[config.mk]
export PLATFORM = sky130hd
export DESIGN_NAME = motion_top
export DESIGN_NICKNAME = d
export VERILOG_FILES = /design/src/verilog/motion_pkg.sv /design/src/verilog/cam_capture.sv /design/src/verilog/motion_detect.sv /design/src/verilog/box_tracker.sv /design/src/verilog/display_mux.sv /design/src/verilog/motion_top.sv
export VERILOG_INCLUDE_DIRS = /design/src /design/src/verilog
export SDC_FILE = /design/constraint.sdc
export NUM_CORES = 1
export LEC_CHECK = 0
export BUFFER_PORTS_ARGS = -buffer_cell sky130_fd_sc_hd__buf_2
export CORE_ASPECT_RATIO = 0.75
export CORE_MARGIN = 2
export CORE_UTILIZATION = 35
export CTS_BUF_LIST = sky130_fd_sc_hd__clkbuf_16
export CTS_CLUSTER_SIZE = 10
export DETAILED_ROUTE_END_ITERATION = 10
export SLEW_MARGIN = 25
export SYNTH_ARGS = -nofsm -noshare
export SYNTH_HDL_FRONTEND = slang
export SYNTH_SLANG_ARGS = --single-unit
[constraint.sdc]
create_clock -name cam_pclk -period 10.33 [get_ports cam_pclk]
set_input_delay 1.033 -clock cam_pclk [delete_from_list [all_inputs] [get_ports cam_pclk]]
set_output_delay 1.033 -clock cam_pclk [all_outputs]
set_load 0.02 [all_outputs]
[src/verilog/motion_config.svh]
`ifndef MOTION_CONFIG_SVH
`define MOTION_CONFIG_SVH

// frame geometry of the on-chip store
`define FRAME_W 16 // pixels per line
`define FRAME_H 8  // lines per frame

// luma difference above which a pixel moved
`define DIFF_THR 60

// fewest moving pixels that make an object
`define MIN_DISC 6

// low byte sample to disp_valid
`define PIPE_LAT 3

`endif

[src/verilog/motion_pkg.sv]
`include "motion_config.svh"

package motion_pkg;

    // pixel coordinates
    typedef logic [$clog2(`FRAME_W)-1:0] x_t;
    typedef logic [$clog2(`FRAME_H)-1:0] y_t;

    typedef struct packed {
        logic [4:0] r;
        logic [5:0] g;
        logic [4:0] b;
    } rgb565_t;

    typedef struct packed {
        logic [7:0] pad; // always zero
        logic [7:0] y;
    } gray16_t;

    // colour in camera/fusion views, padded luma in gray/binary views
    typedef union packed {
        rgb565_t rgb;
        gray16_t gray;
    } disp_word_u;

    // pixel stream between stages
    typedef struct packed {
        logic    valid;
        x_t      x;
        y_t      y;
        rgb565_t pix;
    } pix_t;

    typedef struct packed {
        logic found;
        x_t   x_min;
        x_t   x_max;
        y_t   y_min;
        y_t   y_max;
    } box_t;

    typedef enum logic [1:0] {
        VIEW_CAMERA = 2'd0,
        VIEW_GRAY   = 2'd1,
        VIEW_BINARY = 2'd2,
        VIEW_FUSION = 2'd3
    } view_e;

endpackage

[src/verilog/cam_capture.sv]
module cam_capture (
    input  logic               cam_pclk,
    input  logic               arst_n,
    input  logic               cam_hs,
    input  logic               cam_vs,
    input  logic [7:0]         cam_data,
    output motion_pkg::pix_t   cap_pix,
    output logic               frame_end
);

    import motion_pkg::*;

    logic       hs_q;
    logic       vs_q;
    logic       phase;   // 0 = high byte expected
    logic [7:0] hi_byte;
    x_t         x_cnt;
    y_t         y_cnt;
    logic       hs_fall;
    logic       vs_rise;

    assign hs_fall = hs_q & ~cam_hs;
    assign vs_rise = cam_vs & ~vs_q;

    // first byte of a pair is held until its partner arrives
    always_ff @(posedge cam_pclk) begin
        if (cam_hs && !phase) begin
            hi_byte <= cam_data;
        end
    end

    always_ff @(posedge cam_pclk or negedge arst_n) begin
        if (!arst_n) begin
            hs_q      <= 1'b0;
            vs_q      <= 1'b0;
            phase     <= 1'b0;
            x_cnt     <= '0;
            y_cnt     <= '0;
            cap_pix   <= '0;
            frame_end <= 1'b0;
        end else begin
            hs_q          <= cam_hs;
            vs_q          <= cam_vs;
            frame_end     <= vs_rise;
            cap_pix.valid <= 1'b0; // strobe
            if (cam_hs) begin
                phase <= ~phase;
                if (phase) begin
                    cap_pix <= '{valid: 1'b1, x: x_cnt, y: y_cnt,
                                 pix: rgb565_t'({hi_byte, cam_data})};
                    x_cnt   <= x_cnt + 1'b1;
                end
            end else begin
                phase <= 1'b0; // resync on blanking
            end
            if (hs_fall) begin
                x_cnt <= '0;
                y_cnt <= y_cnt + 1'b1;
            end
            if (vs_rise) begin
                y_cnt <= '0;
            end
        end
    end

endmodule

[src/verilog/motion_detect.sv]
`include "motion_config.svh"

module motion_detect (
    input  logic               cam_pclk,
    input  logic               arst_n,
    input  motion_pkg::pix_t   cap_pix,
    input  logic               frame_end,
    output motion_pkg::pix_t   det_pix,
    output logic               motion,
    output logic [7:0]         luma,
    output logic               det_frame_end
);

    import motion_pkg::*;

    localparam int DEPTH  = `FRAME_W * `FRAME_H;
    localparam int ADDR_W = $clog2(DEPTH);

    logic [7:0]        r8;
    logic [7:0]        g8;
    logic [7:0]        b8;
    logic [15:0]       luma_sum;
    logic [ADDR_W-1:0] addr;
    logic [7:0]        store [DEPTH]; // previous frame luma
    logic [7:0]        luma_s1;
    logic [7:0]        prev_s1;
    logic [7:0]        diff;
    pix_t              pix_s1;
    logic              first_frame;
    logic [1:0]        fe_dly;

    // widen to 8 bits by replicating the msbs
    always_comb begin
        r8       = {cap_pix.pix.r, cap_pix.pix.r[4:2]};
        g8       = {cap_pix.pix.g, cap_pix.pix.g[5:4]};
        b8       = {cap_pix.pix.b, cap_pix.pix.b[4:2]};
        luma_sum = 16'd77 * 16'(r8) + 16'd150 * 16'(g8) + 16'd29 * 16'(b8);
        addr     = ADDR_W'(cap_pix.y) * ADDR_W'(`FRAME_W) + ADDR_W'(cap_pix.x);
    end

    // read old value and overwrite in the same cycle
    always_ff @(posedge cam_pclk) begin
        if (cap_pix.valid) begin
            prev_s1     <= store[addr];
            store[addr] <= luma_sum[15:8];
            luma_s1     <= luma_sum[15:8];
        end
    end

    assign diff = (luma_s1 > prev_s1) ? luma_s1 - prev_s1 : prev_s1 - luma_s1;

    always_ff @(posedge cam_pclk or negedge arst_n) begin
        if (!arst_n) begin
            pix_s1      <= '0;
            det_pix     <= '0;
            motion      <= 1'b0;
            luma        <= '0;
            first_frame <= 1'b1;
            fe_dly      <= '0;
        end else begin
            pix_s1  <= cap_pix;
            det_pix <= pix_s1;
            luma    <= luma_s1;
            motion  <= pix_s1.valid && !first_frame && (diff > 8'(`DIFF_THR));
            fe_dly  <= {fe_dly[0], frame_end}; // keep in step with pixels
            if (frame_end) begin
                first_frame <= 1'b0; // store now holds a full frame
            end
        end
    end

    assign det_frame_end = fe_dly[1];

endmodule

[src/verilog/box_tracker.sv]
`include "motion_config.svh"

module box_tracker (
    input  logic               cam_pclk,
    input  logic               arst_n,
    input  motion_pkg::pix_t   det_pix,
    input  logic               motion,
    input  logic               det_frame_end,
    output motion_pkg::box_t   box
);

    import motion_pkg::*;

    localparam int CNT_W = $clog2(`FRAME_W * `FRAME_H + 1);

    logic [CNT_W-1:0] cnt; // moving pixels this frame
    x_t               x_lo;
    x_t               x_hi;
    y_t               y_lo;
    y_t               y_hi;
    logic             hit;
    logic             enough;

    assign hit    = det_pix.valid & motion;
    assign enough = cnt >= CNT_W'(`MIN_DISC);

    always_ff @(posedge cam_pclk or negedge arst_n) begin
        if (!arst_n) begin
            box  <= '0;
            cnt  <= '0;
            x_lo <= '1;
            x_hi <= '0;
            y_lo <= '1;
            y_hi <= '0;
        end else if (det_frame_end) begin
            if (enough) begin
                box <= '{found: 1'b1, x_min: x_lo, x_max: x_hi,
                         y_min: y_lo, y_max: y_hi};
            end else begin
                box <= '0;
            end
            // re-arm for the next frame
            cnt  <= '0;
            x_lo <= '1;
            x_hi <= '0;
            y_lo <= '1;
            y_hi <= '0;
        end else if (hit) begin
            cnt <= cnt + 1'b1;
            if (det_pix.x < x_lo) begin
                x_lo <= det_pix.x;
            end
            if (det_pix.x > x_hi) begin
                x_hi <= det_pix.x;
            end
            if (det_pix.y < y_lo) begin
                y_lo <= det_pix.y;
            end
            if (det_pix.y > y_hi) begin
                y_hi <= det_pix.y;
            end
        end
    end

endmodule

[src/verilog/display_mux.sv]
module display_mux (
    input  logic                   cam_pclk,
    input  logic                   arst_n,
    input  motion_pkg::pix_t       det_pix,
    input  logic                   motion,
    input  logic [7:0]             luma,
    input  logic                   det_frame_end,
    input  motion_pkg::box_t       box,
    input  motion_pkg::view_e      view,
    output logic                   disp_valid,
    output motion_pkg::disp_word_u disp_word,
    output motion_pkg::x_t         disp_x,
    output motion_pkg::y_t         disp_y
);

    import motion_pkg::*;

    localparam rgb565_t RED = '{r: 5'h1f, g: 6'h00, b: 5'h00};

    view_e view_q; // fixed for a whole frame
    logic  in_x;
    logic  in_y;
    logic  on_border;

    always_ff @(posedge cam_pclk or negedge arst_n) begin
        if (!arst_n) begin
            view_q <= VIEW_CAMERA;
        end else if (det_frame_end) begin
            view_q <= view;
        end
    end

    always_comb begin
        in_x      = (det_pix.x >= box.x_min) && (det_pix.x <= box.x_max);
        in_y      = (det_pix.y >= box.y_min) && (det_pix.y <= box.y_max);
        on_border = box.found &&
                    ((((det_pix.x == box.x_min) || (det_pix.x == box.x_max)) && in_y) ||
                     (((det_pix.y == box.y_min) || (det_pix.y == box.y_max)) && in_x));
    end

    always_comb begin
        case (view_q)
            VIEW_CAMERA: disp_word.rgb = det_pix.pix;
            VIEW_GRAY:   disp_word.gray = '{pad: 8'h00, y: luma};
            VIEW_BINARY: disp_word.gray = '{pad: 8'h00, y: motion ? 8'hff : 8'h00};
            default:     disp_word.rgb = on_border ? RED : det_pix.pix; // fusion
        endcase
    end

    assign disp_valid = det_pix.valid;
    assign disp_x     = det_pix.x;
    assign disp_y     = det_pix.y;

endmodule

[src/verilog/motion_top.sv]
module motion_top (
    input  logic                   cam_pclk,
    input  logic                   arst_n,
    input  logic                   cam_hs,
    input  logic                   cam_vs,
    input  logic [7:0]             cam_data,
    input  motion_pkg::view_e      view,
    output logic                   disp_valid,
    output motion_pkg::disp_word_u disp_word,
    output motion_pkg::x_t         disp_x,
    output motion_pkg::y_t         disp_y,
    output motion_pkg::box_t       box
);

    import motion_pkg::*;

    pix_t       cap_pix;
    pix_t       det_pix;
    logic       frame_end;
    logic       det_frame_end;
    logic       motion;
    logic [7:0] luma;

    cam_capture u_cam_capture (
        .cam_pclk  (cam_pclk),
        .arst_n    (arst_n),
        .cam_hs    (cam_hs),
        .cam_vs    (cam_vs),
        .cam_data  (cam_data),
        .cap_pix   (cap_pix),
        .frame_end (frame_end)
    );

    motion_detect u_motion_detect (
        .cam_pclk      (cam_pclk),
        .arst_n        (arst_n),
        .cap_pix       (cap_pix),
        .frame_end     (frame_end),
        .det_pix       (det_pix),
        .motion        (motion),
        .luma          (luma),
        .det_frame_end (det_frame_end)
    );

    box_tracker u_box_tracker (
        .cam_pclk      (cam_pclk),
        .arst_n        (arst_n),
        .det_pix       (det_pix),
        .motion        (motion),
        .det_frame_end (det_frame_end),
        .box           (box)
    );

    display_mux u_display_mux (
        .cam_pclk      (cam_pclk),
        .arst_n        (arst_n),
        .det_pix       (det_pix),
        .motion        (motion),
        .luma          (luma),
        .det_frame_end (det_frame_end),
        .box           (box),
        .view          (view),
        .disp_valid    (disp_valid),
        .disp_word     (disp_word),
        .disp_x        (disp_x),
        .disp_y        (disp_y)
    );

endmodule

==> results.cfg <==
[timing]
hold_viol_final = 0
fin_crit_sh_pct = 81.9
tns_ns = 0
grt_setup_unrepaired = false
slew_viol_final = 0
fmax_mhz = 118
skew_ns = 0.0206
slew_headroom_pct = 18.6
fin_crit_ns = 8.46
tightest_slew_ns = 1.22
setup_violations = 0

[yosys]
synth_top_flop_cell = edfxtp_1
synth_top_family_by_area = compound AO/OA/AOI/OAI gates
ys.warnings.count = 0
syn_nets = 3372
synth_edf_count = 1048
synth-xor-area-share_pct = 0.525
synthArstFlopShare_pct = 11.3
synthMuxAreaShare_pct = 7.95
synthCells = 3174
synth_adder_area_share_pct = 5.44
synth_seq_cells = 1182
synth-simple-area-share_pct = 4.45
yosysUniqueCellTypes = 79
syn_area_um2 = 50100
syn_avg_cell_area_um2 = 15.8
synth_compound_area_share_pct = 9.06
seq_area_frac_synth_pct = 69.6

[worst_setup_path]
rr_endpoint = u_motion_detect.store[63][7]
crit_path_end = u_motion_detect.store[63][7]
start_kind = flop
ff2ff_setup_slack_ns = 1.87
worst-endpoint-required_ns = 10.83
crit_fanout = 98
crit_path_end_kind = flop
path_class = reg -> reg
r2r-start = u_cam_capture.cap_pix[9]
r2r_cells = 22
startpoint = u_cam_capture.cap_pix[9]
arrival_ns = 8.96

[drt]
routedWlPerCell_um = 27.8
vias = 29738
via_per_inst = 5.75
drt_iter0_markers = 4129
drc = 0
first_pass_iters = 7
drt-total-wl_um = 144000
ant_nets = 0

[grt]
grt_pass1_vias = 28633
grt_pass1_wl_um = 208000
grtUsageTotal_pct = 19.5
antenna_found_initial = 6
grt_overflow_total = 0
grt_max_degree = 130

[clock_tree]
cts_hold_buf = 0
post-cts-setup-buffer-count = 0
clkSlewWorstSetupHoldPaths_ns = 0.06
cts_tree = built
cts_sinks = 1182
cts_made_buffers = 137
h-tree-depth = 4
cts-root-buf = clkbuf_16
ctsResizeCount = 0
cts.path.max_buffers = 3
clock_latency_ns = 0.77

[placed_design]
gp_congestion = 0.896
io_buffer_count = 52
dpl.hpwl_um = 86700

[final_layout]
antenna_cells = 0
syn_to_final_growth_pct = 12.7
drive_above_1_share_pct = 16.4
finalNetCount = 3442

[run_status]
status = complete, no violations

[floorplanning]
core_area_um2 = 142000
die_area_um2 = 146000
ioPinCount = 53
fp-row-count = 120
initial_utilization_pct = 35.2
fp.dieW_um = 441
die_h_um = 332

[flow_run]
max_cap_violations = 0

[hold_path]
min_path_type = in -> async
[critical path, stage by stage, from the launching register on]
cell and delay [ns]:
dfrtp_1 0.56, ha_1 0.31, ha_1 0.27, inv_1 0.05
fa_1 0.48, inv_1 0.05, fa_1 0.43, ha_1 0.38
xor2_1 0.24, fa_1 0.47, fa_1 0.51, fa_1 0.51
fa_1 0.49, inv_1 0.04, ha_1 0.35, nand3_1 0.12
nand2_1 0.05, a41o_1 0.28, o41ai_1 0.77, o2111ai_1 0.25
xnor2_1 0.25, xnor2_4 0.80, buf_12 0.39
[per-layer routing]
metal  track usage, %  share of wire [%]  routed length [um]  up-vias
met4             6.04                2.3                3260        4
met3             5.44                 12               17600      228
met1             30.3                 44               63500    15318
met2             26.0                 41               59300     1756
met5                0              0.019                  27        -
li1                 -                  -                   -    12432
[cell type report]
class	count	area [um^2]
clock buffers	141	3530
clock inverters	38	287
fillers	12968	85900
inverters	150	566
multi-input cells	1656	14000
flip-flops and latches	1182	34800
well taps	1891	2370
repair buffers	117	850
[Yosys cell counts (6+ instances only)]
library cell | count | area share [%]
edfxtp_1 | 1048 | 63
nor2_1 | 237 | 1.8
nand2_1 | 163 | 1.2
inv_1 | 146 | 1.1
a221oi_1 | 135 | 2.4
ha_1 | 128 | 3.2
dfrtp_1 | 126 | 6.3
o21ai_0 | 110 | 1.1
mux2_2 | 108 | 2.4
mux2i_1 | 105 | 2.1
a21oi_1 | 103 | 1.0
clkbuf_1 | 78 | 0.58
mux4_2 | 75 | 3.4
fa_1 | 56 | 2.2
buf_2 | 53 | 0.53
a22oi_1 | 45 | 0.67
buf_4 | 32 | 0.48
o22ai_1 | 31 | 0.39
o211ai_1 | 29 | 0.43
a221o_1 | 24 | 0.48
nand3_1 | 24 | 0.24
nor2b_1 | 24 | 0.30
xnor2_1 | 16 | 0.28
a211oi_1 | 15 | 0.22
a22o_1 | 15 | 0.26
buf_1 | 15 | 0.11
nor3_1 | 14 | 0.14
xor2_1 | 14 | 0.24
nand2b_1 | 12 | 0.15
nand4_1 | 11 | 0.14
a21o_1 | 10 | 0.15
o221ai_1 | 10 | 0.17
o2bb2ai_1 | 9 | 0.16
a31oi_1 | 8 | 0.10
buf_6 | 8 | 0.18
dfstp_2 | 8 | 0.42
o21a_1 | 8 | 0.12
o2111ai_1 | 7 | 0.12
o21bai_1 | 7 | 0.10
o22a_1 | 7 | 0.12
a21boi_0 | 6 | 0.090
a32oi_1 | 6 | 0.10
and2_1 | 6 | 0.075
[cell families (layout without fill, tap and decap cells)]
logic type               after synthesis  count (layout)
buffers and inverters                336             446
adder cells (fa/ha/maj)              184             184
AND/OR/NAND/NOR                      519             519
flip-flops                          1182            1182
XOR/XNOR                              30              30
AO/OA/AOI/OAI                        633             633
multiplexers                         290             290
[state kept, by name, indices dropped and copies added (netlist names), 4 cells and up]
signal,cells
u_motion_detect.pix_s1,24
u_box_tracker.x_lo,4
u_box_tracker.cnt,8
u_motion_detect.luma_s1,8
u_motion_detect.luma,8
u_cam_capture.cap_pix,24
u_cam_capture.hi_byte,8
u_box_tracker.box,15
u_motion_detect.det_pix,24
u_box_tracker.x_hi,4
u_motion_detect.prev_s1,8
u_cam_capture.x_cnt,4
u_motion_detect.store,1024
[metrics by stage]
step | worst slack [ns] | util [%] | cells | hold WS (ns) | area [um^2]
2_1_floorplan | 0.209 | - | 3174 | 0.331 | 50100
3_3_place_gp | 2.03 | 36.9 | 4995 | 0.334 | 52500
3_5_place_dp | 1.87 | 36.9 | 4995 | 0.335 | 52500
4_1_cts | 1.83 | 39.6 | 5174 | 0.257 | 56400
5_1_grt | 1.36 | 39.7 | 5175 | 0.317 | 56400
6_report | 1.87 | 39.7 | 5175 | 0.254 | 56400
[how the worst min path moves through the flow]
stage | to | slack [ns]
final | u_box_tracker.box[6] | 0.25
after global placement | u_motion_detect.det_pix[19] | 0.33
after CTS | u_box_tracker.box[6] | 0.26
after detailed placement | u_motion_detect.det_pix[19] | 0.33
after floorplan | u_motion_detect.det_pix[0] | 0.33
after global routing | u_box_tracker.x_hi[1] | 0.32
[cell usage in the layout (no fill, tap or decap), types with 14 or more instances in the layout]
master,instances
edfxtp_1,1048
nor2_1,206
inv_1,168
nand2_1,159
clkbuf_16,141
a221oi_1,135
ha_1,128
dfrtp_1,121
o21ai_0,110
mux2_2,108
mux2i_1,105
a21oi_1,102
mux4_2,75
buf_4,58
fa_1,56
buf_2,51
a22oi_1,45
o22ai_1,31
o211ai_1,29
nor2_2,28
a221o_1,24
nand3_1,23
nor2b_1,18
a211oi_1,15
a22o_1,15
nor3_1,14
Power is not shown: default switching activity piles up to over one toggle a cycle in this logic, so the estimate is an artifact.
